$ cat src/rv_pkg.sv
`default_nettype none

package rv_pkg;

    localparam int xlen = 64;

    // address map
    localparam logic [xlen-1:0] ram_base = 64'h0000_0000_8000_0000; // reset pc, program start
    localparam logic [xlen-1:0] isr_base = 64'h0000_0000_0000_0000; // single handler entry
    localparam logic [xlen-1:0] key_base = 64'h0000_0000_1000_0000; // key port, custom load
    localparam logic [xlen-1:0] art_base = 64'h0000_0000_1000_0008; // art port, custom store

    // machine csr indices still decoded by the read mux
    localparam logic [11:0] csr_mstatus = 12'h300;
    localparam logic [11:0] csr_mepc    = 12'h341;
    localparam logic [11:0] csr_mcause  = 12'h342;

    localparam int mstatus_mie_bit  = 3;
    localparam int mstatus_mpie_bit = 7;
    localparam logic [xlen-1:0] mstatus_reset = 64'h0000_0000_0000_0008; // mie on out of reset

    localparam logic [3:0] irq_external = 4'd1; // only vector code handled

    // board led divider
    localparam int hb_half_period = 4;
    localparam int hb_count_width = ($clog2(hb_half_period) > 0) ? $clog2(hb_half_period) : 1;
    localparam logic [hb_count_width-1:0] hb_last = hb_count_width'(hb_half_period - 1);

    // instruction encodings
    localparam logic [31:0] insn_nop       = 32'h0000_0001; // ir reset word, no match
    localparam logic [31:0] insn_mret      = 32'h0000_0000; // all zero word
    localparam logic [31:0] insn_load_key  = 32'hffff_ffff; // custom, x5 <= key port
    localparam logic [31:0] insn_store_art = 32'hffff_ff7f; // custom, art port <= x5
    localparam logic [6:0]  opc_lui        = 7'b0110111;
    localparam logic [6:0]  opc_addi       = 7'b0010011; // op-imm, funct3 000 only

    localparam logic [4:0] reg_x5 = 5'd5; // fixed data register of the custom ops

    typedef enum logic [2:0] {
        op_nop,
        op_lui,
        op_addi,
        op_load_key,
        op_store_art,
        op_mret
    } op_t;

    typedef struct packed {
        op_t             op;
        logic [4:0]      rd;
        logic [4:0]      rs1;
        logic [xlen-1:0] imm;   // already sign extended
    } decoded_t;

    typedef struct packed {
        logic [xlen-1:0] address;
        logic [xlen-1:0] write_data;
        logic            write_enable;
        logic            read_enable;
    } bus_req_t;

    typedef struct packed {
        logic            enable;
        logic [4:0]      addr;
        logic [xlen-1:0] data;
    } reg_write_t;

endpackage

`default_nettype wire

$ cat src/rv_decode.sv
`timescale 1ns/10ps
`default_nettype none

module rv_decode (
    input  wire [31:0]      ir,
    output rv_pkg::decoded_t decoded
);

    logic [6:0]              opcode;
    logic [2:0]              funct3;
    logic [rv_pkg::xlen-1:0] imm_u;
    logic [rv_pkg::xlen-1:0] imm_i;

    assign opcode = ir[6:0];
    assign funct3 = ir[14:12];

    // u form, upper 20 bits shifted up then sign extended
    assign imm_u = {{(rv_pkg::xlen - 32){ir[31]}}, ir[31:12], 12'b0};
    // i form, 12 bit signed
    assign imm_i = {{(rv_pkg::xlen - 12){ir[31]}}, ir[31:20]};

    always_comb begin
        decoded.op  = rv_pkg::op_nop;   // anything unknown falls through
        decoded.rd  = ir[11:7];
        decoded.rs1 = ir[19:15];
        decoded.imm = '0;

        // full word matches first, opcode field later
        if (ir == rv_pkg::insn_mret) begin
            decoded.op = rv_pkg::op_mret;
        end else if (ir == rv_pkg::insn_load_key) begin
            decoded.op = rv_pkg::op_load_key;
            decoded.rd = rv_pkg::reg_x5;    // target fixed
        end else if (ir == rv_pkg::insn_store_art) begin
            decoded.op  = rv_pkg::op_store_art;
            decoded.rs1 = rv_pkg::reg_x5;   // source fixed
        end else if (opcode == rv_pkg::opc_lui) begin
            decoded.op  = rv_pkg::op_lui;
            decoded.imm = imm_u;
        end else if (opcode == rv_pkg::opc_addi && funct3 == 3'b000) begin
            decoded.op  = rv_pkg::op_addi;
            decoded.imm = imm_i;
        end
    end

endmodule

`default_nettype wire

$ cat src/rv_regfile.sv
`timescale 1ns/10ps
`default_nettype none

module rv_regfile (
    input  wire                      clk,
    input  wire                      reset,
    input  wire rv_pkg::reg_write_t  write,
    input  wire [4:0]                rs1_addr,
    output logic [rv_pkg::xlen-1:0]  rs1_data,
    output logic [rv_pkg::xlen-1:0]  x5_data
);

    logic [rv_pkg::xlen-1:0] regs [32];

    always_ff @(posedge clk or negedge reset) begin
        if (!reset) begin
            for (int i = 0; i < 32; i++) begin
                regs[i] <= '0;
            end
        end else if (write.enable && write.addr != 5'd0) begin
            regs[write.addr] <= write.data;     // x0 stays zero
        end
    end

    // async reads, a write shows up next cycle
    assign rs1_data = regs[rs1_addr];
    assign x5_data  = regs[rv_pkg::reg_x5];    // feeds the art store

    // fsm must never hand over a floating target
    a_waddr_known: assert property (@(posedge clk) disable iff (!reset)
        write.enable |-> !$isunknown(write.addr));

endmodule

`default_nettype wire

$ cat src/rv_csr.sv
`timescale 1ns/10ps
`default_nettype none

module rv_csr (
    input  wire                      clk,
    input  wire                      reset,
    input  wire                      trap,
    input  wire [rv_pkg::xlen-1:0]   trap_pc,
    input  wire [3:0]                trap_cause,
    input  wire                      mret,
    output logic                     mie_enabled,
    output logic [rv_pkg::xlen-1:0]  mepc
);

    logic [rv_pkg::xlen-1:0] mstatus;
    logic [rv_pkg::xlen-1:0] mepc_q;
    logic [rv_pkg::xlen-1:0] mcause;
    logic [rv_pkg::xlen-1:0] mstatus_view;

    // index based read, unimplemented csrs read zero
    function automatic logic [rv_pkg::xlen-1:0] csr_read(input logic [11:0] index);
        case (index)
            rv_pkg::csr_mstatus: return mstatus;
            rv_pkg::csr_mepc:    return mepc_q;
            rv_pkg::csr_mcause:  return mcause;
            default:             return '0;
        endcase
    endfunction

    always_ff @(posedge clk or negedge reset) begin
        if (!reset) begin
            mstatus <= rv_pkg::mstatus_reset;
            mepc_q  <= '0;
            mcause  <= '0;
        end else if (trap) begin
            mepc_q  <= trap_pc;
            mcause  <= {1'b1, {(rv_pkg::xlen - 5){1'b0}}, trap_cause}; // msb marks interrupt
            mstatus[rv_pkg::mstatus_mpie_bit] <= mstatus[rv_pkg::mstatus_mie_bit];
            mstatus[rv_pkg::mstatus_mie_bit]  <= 1'b0;  // no nesting
        end else if (mret) begin
            mstatus[rv_pkg::mstatus_mie_bit]  <= mstatus[rv_pkg::mstatus_mpie_bit];
            mstatus[rv_pkg::mstatus_mpie_bit] <= 1'b1;
        end
    end

    // same read path a csr instruction would take
    always_comb begin
        mstatus_view = csr_read(rv_pkg::csr_mstatus);
        mie_enabled  = mstatus_view[rv_pkg::mstatus_mie_bit];
        mepc         = csr_read(rv_pkg::csr_mepc);     // return target for mret
    end

    // fsm gives interrupt entry priority over mret
    a_trap_mret_excl: assert property (@(posedge clk) disable iff (!reset)
        !(trap && mret));

endmodule

`default_nettype wire

$ cat src/rv_heartbeat.sv
`timescale 1ns/10ps
`default_nettype none

module rv_heartbeat (
    input  wire  clk,
    input  wire  reset,
    output logic heartbeat
);

    logic [rv_pkg::hb_count_width-1:0] count;

    // free running, independent of the core
    always_ff @(posedge clk or negedge reset) begin
        if (!reset) begin
            count     <= '0;
            heartbeat <= 1'b0;
        end else if (count == rv_pkg::hb_last) begin
            count     <= '0;
            heartbeat <= ~heartbeat;    // one half period done
        end else begin
            count <= count + 1'b1;
        end
    end

endmodule

`default_nettype wire

$ cat src/rv_exec_fsm.sv
`timescale 1ns/10ps
`default_nettype none

module rv_exec_fsm (
    input  wire                      clk,
    input  wire                      reset,
    input  wire rv_pkg::decoded_t    decoded,
    input  wire [rv_pkg::xlen-1:0]   rs1_data,
    input  wire [rv_pkg::xlen-1:0]   x5_data,
    input  wire [rv_pkg::xlen-1:0]   bus_read_data,
    input  wire [3:0]                interrupt_vector,
    input  wire                      mie_enabled,
    input  wire [rv_pkg::xlen-1:0]   mepc,
    output logic [rv_pkg::xlen-1:0]  pc,
    output rv_pkg::reg_write_t       reg_write,
    output rv_pkg::bus_req_t         bus_req,
    output logic                     trap,
    output logic [3:0]               trap_cause,
    output logic [rv_pkg::xlen-1:0]  trap_pc,
    output logic                     mret,
    output logic                     interrupt_ack
);

    typedef enum logic [1:0] {
        st_run,
        st_bubble,      // ir holds a wrong-path word, drop it
        st_load_wait    // load refetched, data on the bus now
    } state_t;

    state_t state;
    logic   load_armed;     // first load step issued
    logic   in_run;
    logic   take_irq;

    assign in_run   = (state == st_run);
    // never in bubble or load_wait, so a load is not split
    assign take_irq = in_run && mie_enabled && (interrupt_vector == rv_pkg::irq_external);

    assign trap       = take_irq;
    assign trap_cause = interrupt_vector;
    assign trap_pc    = pc - 64'd4;     // address of the word now in ir
    assign mret       = in_run && !take_irq && (decoded.op == rv_pkg::op_mret);

    // register writeback, lands at the edge closing this cycle
    always_comb begin
        reg_write = '0;
        if (state == st_load_wait) begin
            reg_write.enable = 1'b1;
            reg_write.addr   = rv_pkg::reg_x5;
            reg_write.data   = bus_read_data;   // held by the bus since the strobe
        end else if (in_run && !take_irq) begin
            case (decoded.op)
                rv_pkg::op_lui: begin
                    reg_write.enable = 1'b1;
                    reg_write.addr   = decoded.rd;
                    reg_write.data   = decoded.imm;
                end
                rv_pkg::op_addi: begin
                    reg_write.enable = 1'b1;
                    reg_write.addr   = decoded.rd;
                    reg_write.data   = rs1_data + decoded.imm;
                end
                default: begin
                end
            endcase
        end
    end

    always_ff @(posedge clk or negedge reset) begin
        if (!reset) begin
            state         <= st_run;
            load_armed    <= 1'b0;
            pc            <= rv_pkg::ram_base;
            bus_req       <= '0;
            interrupt_ack <= 1'b0;
        end else begin
            pc                   <= pc + 64'd4;     // default, overridden on redirect
            bus_req.read_enable  <= 1'b0;           // strobes are single cycle
            bus_req.write_enable <= 1'b0;
            interrupt_ack        <= take_irq;       // ack one cycle after entry
            case (state)
                st_run: begin
                    if (take_irq) begin
                        pc    <= rv_pkg::isr_base;
                        state <= st_bubble;
                    end else begin
                        case (decoded.op)
                            rv_pkg::op_load_key: begin
                                bus_req.address     <= rv_pkg::key_base;
                                bus_req.read_enable <= 1'b1;
                                pc                  <= pc - 64'd4; // back to the load itself
                                load_armed          <= 1'b1;
                                state               <= st_bubble;
                            end
                            rv_pkg::op_store_art: begin
                                bus_req.address      <= rv_pkg::art_base;
                                bus_req.write_data   <= x5_data;
                                bus_req.write_enable <= 1'b1;
                            end
                            rv_pkg::op_mret: begin
                                pc    <= mepc;  // dropped insn runs again
                                state <= st_bubble;
                            end
                            default: begin
                            end
                        endcase
                    end
                end
                st_bubble: begin
                    load_armed <= 1'b0;
                    state      <= load_armed ? st_load_wait : st_run;
                end
                st_load_wait: state <= st_run;
                default:      state <= st_run;
            endcase
        end
    end

    // bus model relies on one strobe per cycle
    a_strobes_exclusive: assert property (@(posedge clk) disable iff (!reset)
        !(bus_req.read_enable && bus_req.write_enable));

    // redirects and the load step back keep word alignment
    a_pc_aligned: assert property (@(posedge clk) disable iff (!reset)
        pc[1:0] == 2'b00);

endmodule

`default_nettype wire

$ cat src/rv_core.sv
`timescale 1ns/10ps
`default_nettype none

module rv_core (
    input  wire                      clk,
    input  wire                      reset,
    input  wire [31:0]               instruction,   // follows pc combinationally
    output logic [rv_pkg::xlen-1:0]  pc,
    output rv_pkg::bus_req_t         bus_req,
    input  wire [rv_pkg::xlen-1:0]   bus_read_data,
    input  wire [3:0]                interrupt_vector,
    output logic                     interrupt_ack,
    output logic                     heartbeat
);

    logic [31:0]             ir;
    rv_pkg::decoded_t        decoded;
    rv_pkg::reg_write_t      reg_write;
    logic [rv_pkg::xlen-1:0] rs1_data;
    logic [rv_pkg::xlen-1:0] x5_data;
    logic                    trap;
    logic [3:0]              trap_cause;
    logic [rv_pkg::xlen-1:0] trap_pc;
    logic                    mret;
    logic                    mie_enabled;
    logic [rv_pkg::xlen-1:0] mepc;

    // fetch latch, executed one cycle later
    always_ff @(posedge clk or negedge reset) begin
        if (!reset) begin
            ir <= rv_pkg::insn_nop;
        end else begin
            ir <= instruction;  // bubble cycles drop it in the fsm
        end
    end

    rv_decode u_decode (
        .ir      (ir),
        .decoded (decoded)
    );

    rv_regfile u_regfile (
        .clk      (clk),
        .reset    (reset),
        .write    (reg_write),
        .rs1_addr (decoded.rs1),
        .rs1_data (rs1_data),
        .x5_data  (x5_data)
    );

    rv_exec_fsm u_exec_fsm (
        .clk              (clk),
        .reset            (reset),
        .decoded          (decoded),
        .rs1_data         (rs1_data),
        .x5_data          (x5_data),
        .bus_read_data    (bus_read_data),
        .interrupt_vector (interrupt_vector),
        .mie_enabled      (mie_enabled),
        .mepc             (mepc),
        .pc               (pc),
        .reg_write        (reg_write),
        .bus_req          (bus_req),
        .trap             (trap),
        .trap_cause       (trap_cause),
        .trap_pc          (trap_pc),
        .mret             (mret),
        .interrupt_ack    (interrupt_ack)
    );

    rv_csr u_csr (
        .clk         (clk),
        .reset       (reset),
        .trap        (trap),
        .trap_pc     (trap_pc),
        .trap_cause  (trap_cause),
        .mret        (mret),
        .mie_enabled (mie_enabled),
        .mepc        (mepc)
    );

    rv_heartbeat u_heartbeat (
        .clk       (clk),
        .reset     (reset),
        .heartbeat (heartbeat)
    );

endmodule

`default_nettype wire

$ cat config.mk
export PLATFORM = sky130hd
export DESIGN_NAME = rv_core
export DESIGN_NICKNAME = d
export VERILOG_FILES = /design/src/rv_pkg.sv /design/src/rv_decode.sv /design/src/rv_regfile.sv /design/src/rv_csr.sv /design/src/rv_heartbeat.sv /design/src/rv_exec_fsm.sv /design/src/rv_core.sv
export SDC_FILE = /design/constraint.sdc
export NUM_CORES = 2
export LEC_CHECK = 0
export BUFFER_PORTS_ARGS = -buffer_cell sky130_fd_sc_hd__buf_2
export CAP_MARGIN = 10
export CORE_MARGIN = 1.5
export CORE_UTILIZATION = 28
export DETAILED_ROUTE_END_ITERATION = 10
export SLEW_MARGIN = 20
export SYNTH_ARGS = -nofsm -noshare
export SYNTH_HDL_FRONTEND = slang
export SYNTH_SLANG_ARGS = --single-unit
$ cat constraint.sdc
create_clock -name clk -period 6.65 [get_ports clk]
set_clock_uncertainty 0.1 [all_clocks]
set_input_delay 0.665 -clock clk [delete_from_list [all_inputs] [get_ports clk]]
set_output_delay 0.665 -clock clk [all_outputs]
set_load 0.1 [all_outputs]
=== Word level (Yosys, flattened, before mapping) ===
Cells that the tools add are included.

* Add/subtract/negate cells: 4
* $lt $le $gt $ge: 3
* Equality and inequality tests: 16
* Mux-type cells: 41
* Bitwise logic cells: 4
* Reductions and logical operators: 19

{| class="wikitable"
|+ Operator list
! kind !! number
|-
| bitwise mux 2048 bit || 1
|-
| 2-to-1 mux 64 bit || 8
|-
| binary-select mux 64 bit (select 5 bit) || 1
|-
| demux 64 bit (select 5 bit) || 1
|-
| one-hot mux 64 bit (2 select lines) || 2
|-
| 2-to-1 mux 70 bit || 2
|-
| one-hot mux 70 bit (2 select lines) || 1
|-
| 2-to-1 mux 74 bit || 1
|-
| 2-to-1 mux 69 bit || 1
|-
| adder 64 x 3 -> 64 bit, second input constant || 1
|-
| adder 64 bit || 1
|-
| equality test 32 bit, second input constant || 2
|-
| subtractor 64 x 3 -> 64 bit, second input constant || 1
|-
| logical NOT 32 bit || 1
|-
| 2-to-1 mux 2 bit || 8
|-
| greater-or-equal comparator 6 bit, second input constant || 2
|-
| NOT 5 -> 6 bit || 2
|-
| 2-to-1 mux 5 bit || 2
|-
| 2-to-1 mux 3 bit || 3
|-
| AND reduction 3 bit || 3
|-
| 2-to-1 mux 1 bit || 8
|-
| equality test 7 x 5 -> 1 bit, second input constant || 1
|-
| equality test 7 x 6 -> 1 bit, second input constant || 1
|-
| logical AND 1 bit || 7
|-
| 19 further kinds || 26
|}

* Register bits: 2347
* Word-level logic and storage cells: 133

=== Logic depth before layout (Yosys ltp) ===
* Depth in word-level cells: 21
* Depth in mapped cells: 27

=== By module ===
A second synthesis with hierarchy kept.

* Cells, all modules: 7664
* Area, all modules: 108182.5 um2

{| class="wikitable"
|+ Modules (own cells, without submodules)
! module !! times used !! cells an instance !! area an instance (um2)
|-
| rv_regfile || 1 || 5656 || 90938.5
|-
| rv_exec_fsm || 1 || 1717 || 13048.8
|-
| rv_csr || 1 || 142 || 2534.9
|-
| rv_core || 1 || 32 || 802.0
|-
| rv_decode || 1 || 111 || 758.2
|-
| rv_heartbeat || 1 || 6 || 100.1
|}

=== Worst setup path after synthesis ===
Ideal clock, no wire load.

* Kind: register to register
* From: reg ir[15]
* To: reg u_regfile.regs[1015] (netlist bit)
* Library setup time: 0.133 ns
* Arrival: 5.949 ns
* Slack: 0.468 ns
* Cell stages (with the launch flop): 25
* Path buffers: 7
* Clock period less this slack: 6.182 ns
* Cells stage by stage: dfrtp_1 > buf_2 > buf_1 > buf_2 > buf_1 > buf_1 > mux4_2 > nand2_1 > nand3_1 > nand3_1 > o21ai_0 > ha_1 > clkbuf_1 > a21oi_1 > o21a_1 > o21ai_0 > o31ai_1 > a2111oi_0 > o21bai_1 > a311o_1 > and2_1 > xnor2_1 > a21oi_1 > clkbuf_1 > o21ai_0

* Word-level cells in the longest chain between the ends: 14

{| class="wikitable"
|+ Ends and longest elaborated chain
! what !! RTL line !! source
|-
| start, declared || rv_core.sv:16 || <nowiki>logic [31:0] ir;</nowiki>
|-
| start signal, assigned || rv_core.sv:31 || <nowiki>ir <= rv_pkg::insn_nop;</nowiki>
|-
| start signal, assigned || rv_core.sv:33 || <nowiki>ir <= instruction;</nowiki>
|-
| parallel branches: the longest is 5 deep, another holds adder 64 bit || n/a ||
|-
| one-hot mux 70 bit (2 select lines) (*) || rv_exec_fsm.sv:52 || <nowiki>case (decoded.op)</nowiki>
|-
| 2-to-1 mux 70 bit (*) || rv_exec_fsm.sv:51 || <nowiki>end else if (in_run && !take_irq) begin</nowiki>
|-
| 2-to-1 mux 70 bit (*) || rv_exec_fsm.sv:47 || <nowiki>if (state == st_load_wait) begin</nowiki>
|-
| NOT 5 -> 6 bit (not written as such) || rv_regfile.sv:21 || <nowiki>regs[write.addr] <= write.data;</nowiki>
|-
| greater-or-equal comparator 6 bit (not written as such) or < comparator 6 x 1 -> 1 bit (tied branches) || rv_regfile.sv:21 ||
|-
| logical AND 1 bit (not written as such) || rv_regfile.sv:21 ||
|-
| 2-to-1 mux 64 bit (not written as such) || rv_regfile.sv:21 ||
|-
| demux 64 bit (select 5 bit) || rv_regfile.sv:21 ||
|-
| bitwise mux 2048 bit || rv_regfile.sv:21 ||
|-
| end signal, assigned by index || rv_regfile.sv:21 ||
|-
| end, declared || rv_regfile.sv:13 || <nowiki>logic [rv_pkg::xlen-1:0] regs [32];</nowiki>
|}

Mark *: on every way between the ends. The select of a mux whose other input is x is not followed.
A chain may end at the register's enable or synchronous reset.

=== Worst setup path after layout ===
* From: reg ir[0]
* To: reg u_regfile.regs[51] (netlist bit)

* Word-level cells in the longest chain between the ends: 17

{| class="wikitable"
|+ Ends and longest elaborated chain
! what !! RTL line
|-
| parallel branches: the longest is 8 deep, another holds adder 64 bit || n/a
|-
| one-hot mux 70 bit (2 select lines) (*) || rv_exec_fsm.sv:52
|-
| 2-to-1 mux 70 bit (*) || rv_exec_fsm.sv:51
|-
| 2-to-1 mux 70 bit (*) || rv_exec_fsm.sv:47
|-
| NOT 5 -> 6 bit (not written as such) || rv_regfile.sv:21
|-
| greater-or-equal comparator 6 bit (not written as such) or < comparator 6 x 1 -> 1 bit (tied branches) || rv_regfile.sv:21
|-
| logical AND 1 bit (not written as such) || rv_regfile.sv:21
|-
| 2-to-1 mux 64 bit (not written as such) || rv_regfile.sv:21
|-
| demux 64 bit (select 5 bit) || rv_regfile.sv:21
|-
| bitwise mux 2048 bit || rv_regfile.sv:21
|}

Marks and branches as above.

==> flow_metrics.py <==
metrics = {
    "status": {
        "status": "finished clean",
    },
    "worst_setup_path": {
        "critPathMaxFanout": 31,
        "crit_type": "reg -> reg",
        "cp_num_buf_inv": 6,
        "start_kind": "flip-flop",
        "endpoint_kind": "flip-flop",
        "critPathSlowestCell": "dfstp_2",
        "cp.required_ps": 7260,
        "max_stage_delay_ps": 530,
        "cpLargestDelayFamily": "compound AO/OA/AOI/OAI gates",
        "critPathArrivalTime_ps": 7100,
    },
    "clock_tree": {
        "clkLatencyLatePin_ps": 930,
        "cts_max_path_buffers": 4,
        "clkTransAtPathRegs_ps": 70,
        "cts_setup_buffers": 0,
        "cts-root-buf": "clkbuf_16",
        "htree_num_levels": 4,
        "numCtsBuffers": 225,
        "cts_tree": "yes",
        "cts_num_sinks": 2285,
    },
    "global_routing": {
        "grt_pass1_wl_mm": 527,
        "antenna_found_initial": 35,
        "grt_pass1_vias": 78000,
        "grt_overflow": 0,
        "track_usage_pct": 18.2,
        "grt_max_degree": 167,
    },
    "detailed_routing": {
        "drtIter0Drc": 7727,
        "vias": 80000,
        "vias_per_cell": 5.11,
        "ant_nets": 0,
        "drt_pass1_iterations": 7,
        "avgRoutedWirePerCell_um": 22.5,
        "drc": 0,
        "wirelength_mm": 352,
    },
    "worst_hold_path": {
        "min_path_type": "in -> reg",
    },
    "synth": {
        "ys_seq_elements": 2285,
        "synthCells": 10600,
        "synthAdderAreaFrac_pct": 0.805,
        "ys_types": 78,
        "synth-seq-area-share_pct": 54.4,
        "ys.flop_type": "dfrtp_1",
        "synth_mux_area_share_pct": 11.3,
        "synth_edf_count": 0,
        "syn-cell-area_sq_mm": 0.105,
        "synth_async_sr_flop_share_pct": 100,
        "synth-compound-area-share_pct": 13.1,
        "synth_top_family_by_area": "simple AND/OR/NAND/NOR gates",
        "yosys.area_share.simple_pct": 14.8,
        "yosys.area_share.xor_xnor_pct": 1.42,
        "syn_avg_cell_area_sq_um": 9.95,
        "yosysWarnings": 0,
    },
    "floorplan": {
        "std_cell_rows": 224,
        "ios": 298,
        "die_area_sq_mm": 0.379,
        "start_util_pct": 28.2,
        "die_x_um": 616,
        "die_h_um": 616,
        "core-area_sq_mm": 0.373,
    },
    "cells_and_area": {
        "layout_common_cells": "dfrtp_1 (2,280), nand2_1 (2,075), o21ai_0 (1,229)",
        "finalNonFillerCells": 15600,
        "layout_commonest_cell": "dfrtp_1",
        "syn_to_final_growth_pct": 15.6,
        "utilization_pct": 32.6,
        "drive_gt1_share_pct": 15.7,
        "fin_nets": 10600,
    },
    "placement": {
        "gp_congestion": 0.967,
        "portBuffers": 235,
        "dp_cells": 15100,
        "dp_hpwl_mm": 226,
    },
    "power": {
        "combPwrFrac_pct": 5.4,
        "sequentialPowerShare_pct": 47.9,
        "power_mw": 29.4,
        "p_leak_nw": 53.8,
        "p_sw_share_pct": 23.8,
        "p_clk_share_pct": 46.8,
        "vdd_ir_drop_max_uv": 249,
        "power_density_mw_per_mm2": 242,
        "power.switching_mw": 7.00,
        "intPower_mw": 22.4,
    },
    "timing": {
        "worst_pin_slew_ps": 1200,
        "layout_min_cycle_time_ps": 6490,
        "finalCritPeriodShare_pct": 97.6,
        "maxSlewHeadroom_pct": 19.7,
        "final_hold_viol_count": 0,
        "timing.setup.tns_ps": 0,
        "fmax_ghz": 0.154,
        "finalSetupViolations": 0,
        "maxSlewViolCount": 0,
    },
    "run": {
        "drv_cap": 0,
    },
}
-- logic make-up after synthesis --
group,Yosys count
and+or+nand+nor,3821
muxes,547
DFF,2285
other,1
buffers and inverters,1097
adders and majority gates,67
xor gates and xnor gates,170
AOI/OAI and AO/OA,2574
-- state kept, by name (all words and copies together) (netlist names) --
name / flops
ir: 32
u_csr.mepc: 64
u_csr.mie_enabled: 1
u_csr.mstatus: 1
u_exec_fsm.bus_req: 68
u_exec_fsm.interrupt_ack: 1
u_exec_fsm.load_armed: 1
u_exec_fsm.pc: 64
u_exec_fsm.state: 2
u_heartbeat.count: 2
u_heartbeat.heartbeat: 1
u_regfile.regs: 1984
u_regfile.x5_data: 64
-- worst paths after layout --
kind,end,cells after the start,slack (ps),from
setup / recovery,u_regfile.regs[51],26,160,ir[0]
hold / removal,u_regfile.x5_data[51],3,20,bus_read_data[51]
setup reg to reg,u_regfile.regs[51],26,160,ir[0]
hold reg to reg,u_regfile.regs[2045],0,270,u_regfile.regs[2045]
max in group asynchronous,u_regfile.regs[109],3,4380,reset
min in group asynchronous,u_regfile.regs[1547],2,280,reset
-- worst reg2reg max path: stages, from the launching register on --
cell	delay, ps
dfstp_2	530
nand3_1	190
nor4_2	310
buf_4	180
nand3_1	190
nand2_4	170
buf_12	220
buf_4	230
nand2_1	60
nand3_1	70
nand2_1	60
o21ai_0	370
ha_1	320
a21o_1	200
o21bai_1	160
a221o_1	330
a21oi_1	280
a2111oi_0	180
buf_4	170
o21bai_1	530
nand3_1	250
a31oi_1	290
xnor2_1	190
buf_4	190
a21oi_2	170
buf_12	220
o21ai_0	120
-- power groups by stage --
stage                     clock network (mW)  logic, mW  registers [mW]
final                                   13.8       1.58            14.1
after CTS                               14.0       1.59            14.1
after global routing                    14.5       1.70            14.1
after floorplan                            0      0.817            14.3
after detailed placement                   0       1.56            14.3
after global placement                     0       1.56            14.3
-- cell usage after synthesis, drive strengths merged (5+ instances only) --
cell type,count,area (sq um)
a211oi,7,52.6
a21o,47,353
a21oi,1032,5210
a221oi,19,166
a222oi,10,100
a22o,5,43.8
a22oi,74,556
a2bb2oi,5,43.8
a31oi,26,178
and2,23,144
and3,42,263
and4,6,52.6
buf,176,931
clkbuf,886,3330
dfrtp,2282,57100
ha,66,826
inv,34,128
mux2,31,349
mux2i,8,80.1
mux4,508,11400
nand2,2107,7910
nand2b,15,93.8
nand3,362,1810
nand3b,6,45.0
nand4,40,250
nor2,1075,4040
nor2b,15,93.8
nor3,51,260
nor4,35,304
o21a,8,60.1
o21ai,1239,6200
o21bai,14,105
o22ai,41,257
o31ai,13,97.6
or2,11,68.8
or3,18,113
or4,6,45.0
xnor2,89,780
xor2,81,709
-- repair_timing --
| action | CTS | global route |
|---|---|---|
| hold endpoints to repair | 131 | 0 |
| resized for setup | 0 | 2 |
| hold buffers | 40 | 0 |
| endpoints found under the setup margin | 0 | 77 |
-- cell type report --
| cell class | count | area [sq um] |
|---|---|---|
| Fill cell | 37900 | 252000 |
| Sequential cell | 2285 | 57200 |
| Multi-Input combinational cell | 7241 | 44600 |
| Clock buffer | 315 | 6440 |
| Tap cell | 4972 | 6220 |
| Timing Repair Buffer | 638 | 5420 |
| Clock inverter | 87 | 1370 |
| Antenna cell | 65 | 163 |
| Inverter | 35 | 131 |
-- through the flow --
stage	area [sq um]	hold slack, ps	setup slack, ps
after global placement	113000	260	236
after detailed placement	113000	263	269
after floorplan	105000	269	468
final	122000	23.3	160
after CTS	121000	10.1	253
after global routing	121000	32.4	-0.298
-- per-layer routing --
metal | wire length, um | share of wire (%) | vias up | global-route usage, %
li1 | - | - | 36000 | -
met1 | 146000 | 41 | 40200 | 24.0
met2 | 163000 | 46 | 3013 | 29.2
met3 | 24400 | 6.9 | 698 | 2.94
met4 | 18900 | 5.4 | 6 | 8.95
met5 | 37 | 0.011 | - | 0
Power figures use the tool's default switching activity.
